<file path="src/common/dmem_params.svh">
// data memory geometry and cache sizing macros for the data-side subsystem
`ifndef DMEM_PARAMS_SVH
`define DMEM_PARAMS_SVH

// byte address width of the backing RAM (128 KiB)
`define DMEM_ADDR_BITS 17

// cache geometry
`define DMEM_SETS 256
`define DMEM_LINE_BYTES 8

// tag is address bits 16 down to 11
`define DMEM_TAG_BITS 6

// each RAM word starts as its own byte address xor this value
`define DMEM_INIT_PATTERN 32'h5A3C_96E1

`endif
</file>
<file path="src/common/mem_bus_pkg.sv">
// transaction types for the core request port and the APB memory port
`default_nettype none

`include "dmem_params.svh"

package mem_bus_pkg;

    // access size as issued by the core
    typedef enum logic [1:0] {
        MEM_BYTE = 2'd0,
        MEM_HALF = 2'd1,
        MEM_WORD = 2'd2
    } mem_size_e;

    // wdata is right-aligned, lane placement happens in the cache
    typedef struct packed {
        logic [31:0] addr;
        logic [31:0] wdata;
        mem_size_e   size;
        logic        write;
    } core_req_t;

    // requester side of the APB link
    typedef struct packed {
        logic                       psel;
        logic                       penable;
        logic                       pwrite;
        logic [`DMEM_ADDR_BITS-1:0] paddr;
        logic [31:0]                pwdata;
        logic [3:0]                 pstrb;
    } apb_req_t;

    // completer side of the APB link
    typedef struct packed {
        logic        pready;
        logic [31:0] prdata;
    } apb_rsp_t;

endpackage

`default_nettype wire

</file>
<file path="src/common/cache_pkg.sv">
// cache storage types for the two-way data cache
`default_nettype none

`include "dmem_params.svh"

package cache_pkg;

    // one way of a set
    typedef struct packed {
        logic                             valid;
        logic [`DMEM_TAG_BITS-1:0]        tag;
        logic [`DMEM_LINE_BYTES*8-1:0]    data;
    } cache_way_t;

    // lru names the way that gets replaced next
    typedef struct packed {
        cache_way_t [1:0] way;
        logic             lru;
    } cache_set_t;

    // result of the combinational tag compare
    // on a miss hit_way carries the replacement way
    typedef struct packed {
        logic        hit;
        logic        hit_way;
        logic [31:0] word;
    } cache_lookup_t;

endpackage

`default_nettype wire

</file>
<file path="src/cache/cache_controller.sv">
// data cache FSM for line fills and write-through, acting as APB requester
`timescale 1ns/1ps
`default_nettype none

`include "dmem_params.svh"

module cache_controller
    import cache_pkg::*;
    import mem_bus_pkg::*;
(
    input  wire logic                            clk,
    input  wire logic                            rst_n,
    input  wire logic                            req_valid,
    input  wire core_req_t                       req,
    output logic                                 stall,
    output logic [31:0]                          rdata,
    output logic [`DMEM_ADDR_BITS-1:0]           lookup_addr,
    input  wire cache_lookup_t                   lookup,
    output logic                                 fill_en,
    output logic                                 fill_way,
    output logic [`DMEM_LINE_BYTES*8-1:0]        fill_data,
    output logic                                 wr_en,
    output logic                                 wr_way,
    output logic [`DMEM_LINE_BYTES-1:0]          wr_strb,
    output logic [`DMEM_LINE_BYTES*8-1:0]        wr_data,
    output logic                                 touch_en,
    output apb_req_t                             apb_req,
    input  wire apb_rsp_t                        apb_rsp
);

    typedef enum logic [2:0] {
        ST_IDLE,
        ST_FILL_LO,
        ST_FILL_HI,
        ST_INSTALL,
        ST_WRITE
    } state_e;

    state_e      state_q;
    state_e      state_d;
    logic        access_q;
    logic        wr_done_q;
    logic        xfer_done;
    logic [31:0] line_lo_q;
    logic [31:0] line_hi_q;
    logic [3:0]  strb4;
    logic [31:0] lane_data;

    assign lookup_addr = req.addr[`DMEM_ADDR_BITS-1:0];
    assign rdata       = lookup.word;
    assign fill_way    = lookup.hit_way;
    assign fill_data   = {line_hi_q, line_lo_q};
    assign wr_way      = lookup.hit_way;
    assign xfer_done   = apb_req.psel && apb_req.penable && apb_rsp.pready;

    // place right-aligned core data into its byte lanes
    always_comb begin
        case (req.size)
            MEM_BYTE: begin
                strb4     = 4'b0001 << req.addr[1:0];
                lane_data = {4{req.wdata[7:0]}};
            end
            MEM_HALF: begin
                strb4     = 4'b0011 << {req.addr[1], 1'b0};
                lane_data = {2{req.wdata[15:0]}};
            end
            default: begin
                strb4     = 4'b1111;
                lane_data = req.wdata;
            end
        endcase
    end

    assign wr_strb = req.addr[2] ? {strb4, 4'b0000} : {4'b0000, strb4};
    assign wr_data = {lane_data, lane_data};

    always_comb begin
        apb_req.psel    = (state_q == ST_FILL_LO) || (state_q == ST_FILL_HI) ||
                          (state_q == ST_WRITE);
        apb_req.penable = access_q;
        apb_req.pwrite  = (state_q == ST_WRITE);
        if (state_q == ST_WRITE) begin
            apb_req.paddr = {req.addr[`DMEM_ADDR_BITS-1:2], 2'b00};
        end else begin
            apb_req.paddr = {req.addr[`DMEM_ADDR_BITS-1:3], state_q == ST_FILL_HI, 2'b00};
        end
        apb_req.pwdata  = lane_data;
        apb_req.pstrb   = apb_req.pwrite ? strb4 : 4'b0000;
    end

    always_comb begin
        state_d  = state_q;
        stall    = 1'b1;
        fill_en  = 1'b0;
        wr_en    = 1'b0;
        touch_en = 1'b0;
        case (state_q)
            ST_IDLE: begin
                stall = req_valid;
                if (req_valid) begin
                    if (req.write) begin
                        // write finished last cycle, release the core now
                        if (wr_done_q) begin
                            stall = 1'b0;
                        end else if (lookup.hit) begin
                            state_d = ST_WRITE;
                        end else begin
                            state_d = ST_FILL_LO;
                        end
                    end else if (lookup.hit) begin
                        stall = 1'b0;
                    end else begin
                        state_d = ST_FILL_LO;
                    end
                end
                touch_en = req_valid && !stall && lookup.hit;
            end
            ST_FILL_LO: begin
                if (xfer_done) state_d = ST_FILL_HI;
            end
            ST_FILL_HI: begin
                if (xfer_done) state_d = ST_INSTALL;
            end
            ST_INSTALL: begin
                fill_en = 1'b1;
                state_d = ST_IDLE;
            end
            ST_WRITE: begin
                if (xfer_done) begin
                    wr_en   = lookup.hit;
                    state_d = ST_IDLE;
                end
            end
            default: state_d = ST_IDLE;
        endcase
    end

    always_ff @(posedge clk) begin
        if (!rst_n) begin
            state_q   <= ST_IDLE;
            access_q  <= 1'b0;
            wr_done_q <= 1'b0;
        end else begin
            state_q   <= state_d;
            wr_done_q <= (state_q == ST_WRITE) && xfer_done;
            // setup phase lasts one cycle, access holds until pready
            if (apb_req.psel && !access_q) begin
                access_q <= 1'b1;
            end else if (xfer_done) begin
                access_q <= 1'b0;
            end
        end
    end

    // fill words
    always_ff @(posedge clk) begin
        if ((state_q == ST_FILL_LO) && xfer_done) line_lo_q <= apb_rsp.prdata;
        if ((state_q == ST_FILL_HI) && xfer_done) line_hi_q <= apb_rsp.prdata;
    end

    a_setup_one_cycle: assert property (@(posedge clk) disable iff (!rst_n)
        apb_req.psel && !apb_req.penable |=> apb_req.psel && apb_req.penable);

    a_paddr_stable: assert property (@(posedge clk) disable iff (!rst_n)
        apb_req.psel && !apb_rsp.pready |=> $stable(apb_req.paddr));

    a_req_held: assert property (@(posedge clk) disable iff (!rst_n)
        req_valid && stall |=> req_valid && $stable(req));

endmodule

`default_nettype wire

</file>
<file path="config.mk">
export PLATFORM = sky130hd
export DESIGN_NAME = cache_controller
export DESIGN_NICKNAME = d
export VERILOG_FILES = /design/src/common/mem_bus_pkg.sv /design/src/common/cache_pkg.sv /design/src/cache/cache_controller.sv
export VERILOG_INCLUDE_DIRS = /design/src /design/src/common
export SDC_FILE = /design/constraint.sdc
export NUM_CORES = 1
export LEC_CHECK = 0
export BUFFER_PORTS_ARGS = -buffer_cell sky130_fd_sc_hd__buf_2
export CORE_AREA = 10 10 141 143
export CTS_CLUSTER_DIAMETER = 30
export DETAILED_ROUTE_END_ITERATION = 12
export DIE_AREA = 0 0 151 153
export PLACE_DENSITY = 0.67
export SETUP_SLACK_MARGIN = 0.3
export SLEW_MARGIN = 20
export SYNTH_ARGS = -nofsm -noshare
export SYNTH_HDL_FRONTEND = slang
export SYNTH_SLANG_ARGS = --single-unit
</file>
<file path="constraint.sdc">
create_clock -name clk -period 1.9 [get_ports clk]
set_clock_uncertainty 0.15 [all_clocks]
set_input_delay 0.285 -clock clk [delete_from_list [all_inputs] [get_ports clk]]
set_output_delay 0.285 -clock clk [all_outputs]
set_load 0.02 [all_outputs]
</file>
==> flow_summary.json <==
{
  "cts.sinks": 69,
  "synth_most_common_cell": "buf_4",
  "yosysTopAreaCell": "edfxtp_1",
  "start_kind": "flip-flop",
  "wl_met3_um": 1820,
  "overflow": 0,
  "layout-drive-gt1-share_pct": 71.0,
  "powerDensity_mw_per_mm2": 857,
  "instances_no_fill": 712,
  "synth_seq_cells": 69,
  "antenna_cells": 0,
  "synth_edf_count": 64,
  "fin_nets": 619,
  "yosys-top-cells-count": "buf_4, edfxtp_1, mux2_2, nor2_1, nand2_1",
  "period_minus_slack_ns": 1.90,
  "dr.pass1.iters": 4,
  "fp-row-count": 48,
  "post-route-period-util_pct": 100,
  "violations": "negative setup slack",
  "num_vias": 2867,
  "place_inst": 656,
  "die_y_um": 153,
  "cts_tree": "done",
  "wl_um": 13800,
  "cp.arrival_ns": 1.47,
  "numCtsBuffers": 9,
  "status": "finished with violations",
  "cp-end-kind": "output pin",
  "fillers": 1679,
  "die_width_um": 151,
  "crit_start": "state_q[0]",
  "max-clock-path-buffers": 2,
  "dp_hpwl_um": 11000,
  "cts_max_level": 3,
  "area_delta_synth_final_pct": 47.7,
  "hold_viol": 0,
  "power_uw": 4770,
  "numPortBuffers": 257,
  "insertion_delay_ns": 0.33,
  "track_usage_pct": 10.6,
  "core-area_mm2": 0.0171,
  "synth_cell_types": 31,
  "syn-instance-count": 314,
  "netlist.area_leader.share_pct": 51.0,
  "final_util_pct": 32.6,
  "grt_max_degree": 33,
  "synth_fa_ha_area_share_pct": 0,
  "viasPerCell": 4.03,
  "avgSynthCellArea_um2": 12.0,
  "drtIter0Drc": 88,
  "gp_congestion": 0.767,
  "irDropWorstVdd_uv": 726,
  "drt-met1-wl_um": 4750,
  "clk_pin_slew_worst_paths_ns": 0.05,
  "yosysSeqAreaShare_pct": 53.7,
  "synthesis.area_mm2": 0.00377,
  "maxSlewViolCount": 0,
  "synth_async_sr_flop_share_pct": 0,
  "synth_xor_area_share_pct": 0.232,
  "worst_slack_ns": -0.00147,
  "grt_pass1_vias": 3085,
  "hp-start": "apb_rsp[7]",
  "crit_required_ns": 1.46,
  "synth_ff_type": "edfxtp_1",
  "rsz0062_at_grt": "true",
  "wl_per_cell_um": 19.4,
  "postRouteAntennaNets": 0,
  "finalSetupViolCount": 1,
  "hold_class": "primary input to flip-flop",
  "drc": 0,
  "drv_cap": 0,
  "max_freq_ghz": 0.526,
  "synth-compound-area-share_pct": 3.02,
  "synth_simple_gate_area_share_pct": 5.65,
  "start_util_pct": 22.1,
  "crit_fanout": 3,
  "ios": 384,
  "synth_top_family_by_area": "buffers and inverters",
  "timing.rr.start": "state_q[0]",
  "synthMuxAreaShare_pct": 7.97,
  "dieArea_mm2": 0.0231,
  "critical_path_class": "flip-flop to output pin",
  "grt_first_pass_wirelength_um": 19000,
  "ys_warn_count": 0,
  "cts_root_buf": "clkbuf_16",
  "synth_top_cells_by_area": "edfxtp_1, buf_4, mux2_2",
  "antenna_found_initial": 0,
  "finalHoldWorstSlack_ns": 0.0117,
  "highest_layer": "met4",
  "wl_met2_um": 6820,
  "power.leakage_uw": 0.00251
}
[path summary, 6_finish.rpt]
path             endpoint  slack, ns  cells past startpoint
max                 wr_en     -0.001                      4
min          line_lo_q[7]       0.01                      1
max reg2reg    state_q[0]       0.26                      6
min reg2reg      access_q       0.40                      2
[worst max-delay path, stage by stage (launching register included)]
cell      delay (ns)
dfxtp_4         0.34
or3_4           0.42
clkinv_4        0.07
and3_4          0.19
buf_6           0.12
[layout by cell type, fill, tap and decap left out, types with 3 or more instances in the layout]
| cell | count |
|---|---|
| nand2_1 | 14 |
| edfxtp_1 | 64 |
| o21ai_2 | 6 |
| nor2_4 | 8 |
| buf_2 | 214 |
| and3_4 | 6 |
| nor2_1 | 6 |
| inv_1 | 3 |
| dlygate4sd3_1 | 24 |
| mux2_2 | 4 |
| nor2b_1 | 3 |
| mux2_4 | 12 |
| buf_6 | 43 |
| buf_12 | 4 |
| buf_4 | 12 |
| clkbuf_16 | 10 |
| dfxtp_4 | 3 |
| mux2i_1 | 11 |
[cell type report]
| cell class | instances | area [µm²] | area share (%) |
|---|---|---|---|
| timing repair buffer | 301 | 2050 | 36.9 |
| sequential | 69 | 2030 | 36.5 |
| multi-input combinational | 95 | 882 | 15.9 |
| tap | 225 | 282 | 5.06 |
| clock buffer | 11 | 233 | 4.18 |
| clock inverter | 5 | 51.3 | 0.922 |
| inverter | 6 | 30.0 | 0.540 |
[stage by stage]
| stage | TNS [ns] | area [µm²] | worst slack [ns] |
|---|---|---|---|
| floorplan | 0 | 3910 | 0.204 |
| global route | -0.119 | 5560 | -0.0302 |
| finish | -0.00147 | 5560 | -0.00147 |
| global placement | 0 | 4380 | 0.101 |
| CTS | -0.0705 | 5300 | -0.0344 |
| detailed placement | 0 | 4380 | 0.0991 |
[registers in the layout (all words and copies together) (netlist names)]
register / count
state_q: 3
line_hi_q: 32
wr_done_q: 1
access_q: 1
line_lo_q: 32
[timing repair]
action | CTS | global route
setup endpoints to repair | 113 | 93
gates cloned | 2 | 2
resized for setup | 78 | 66
buffers inserted | 10 | 2
endpoints found under the hold margin | 47 | 0
pin swaps | 14 | 10
hold buffers | 24 | 0
[routing by layer]
| metal | vias up | global-route usage [%] |
|---|---|---|
| li1 | 1266 | - |
| met1 | 1316 | 11.0 |
| met2 | 248 | 18.3 |
| met3 | 37 | 4.25 |
| met4 | 0 | 4.59 |
| met5 | - | 0 |
[kinds of logic after synthesis]
group                  count (synthesis)
flip-flops                            69
XOR/XNOR                               1
other                                  1
multiplexers                          28
AND/OR/NAND/NOR                       45
buffers and inverters                153
AO/OA/AOI/OAI                         17
[power by group]
part | internal, µW | switching (µW) | leakage (µW)
Clock | 1000 | 551 | 0.000137
Sequential | 1730 | 28.6 | 0.000619
Combinational | 623 | 833 | 0.00175
Power figures use the tool's default switching activity.
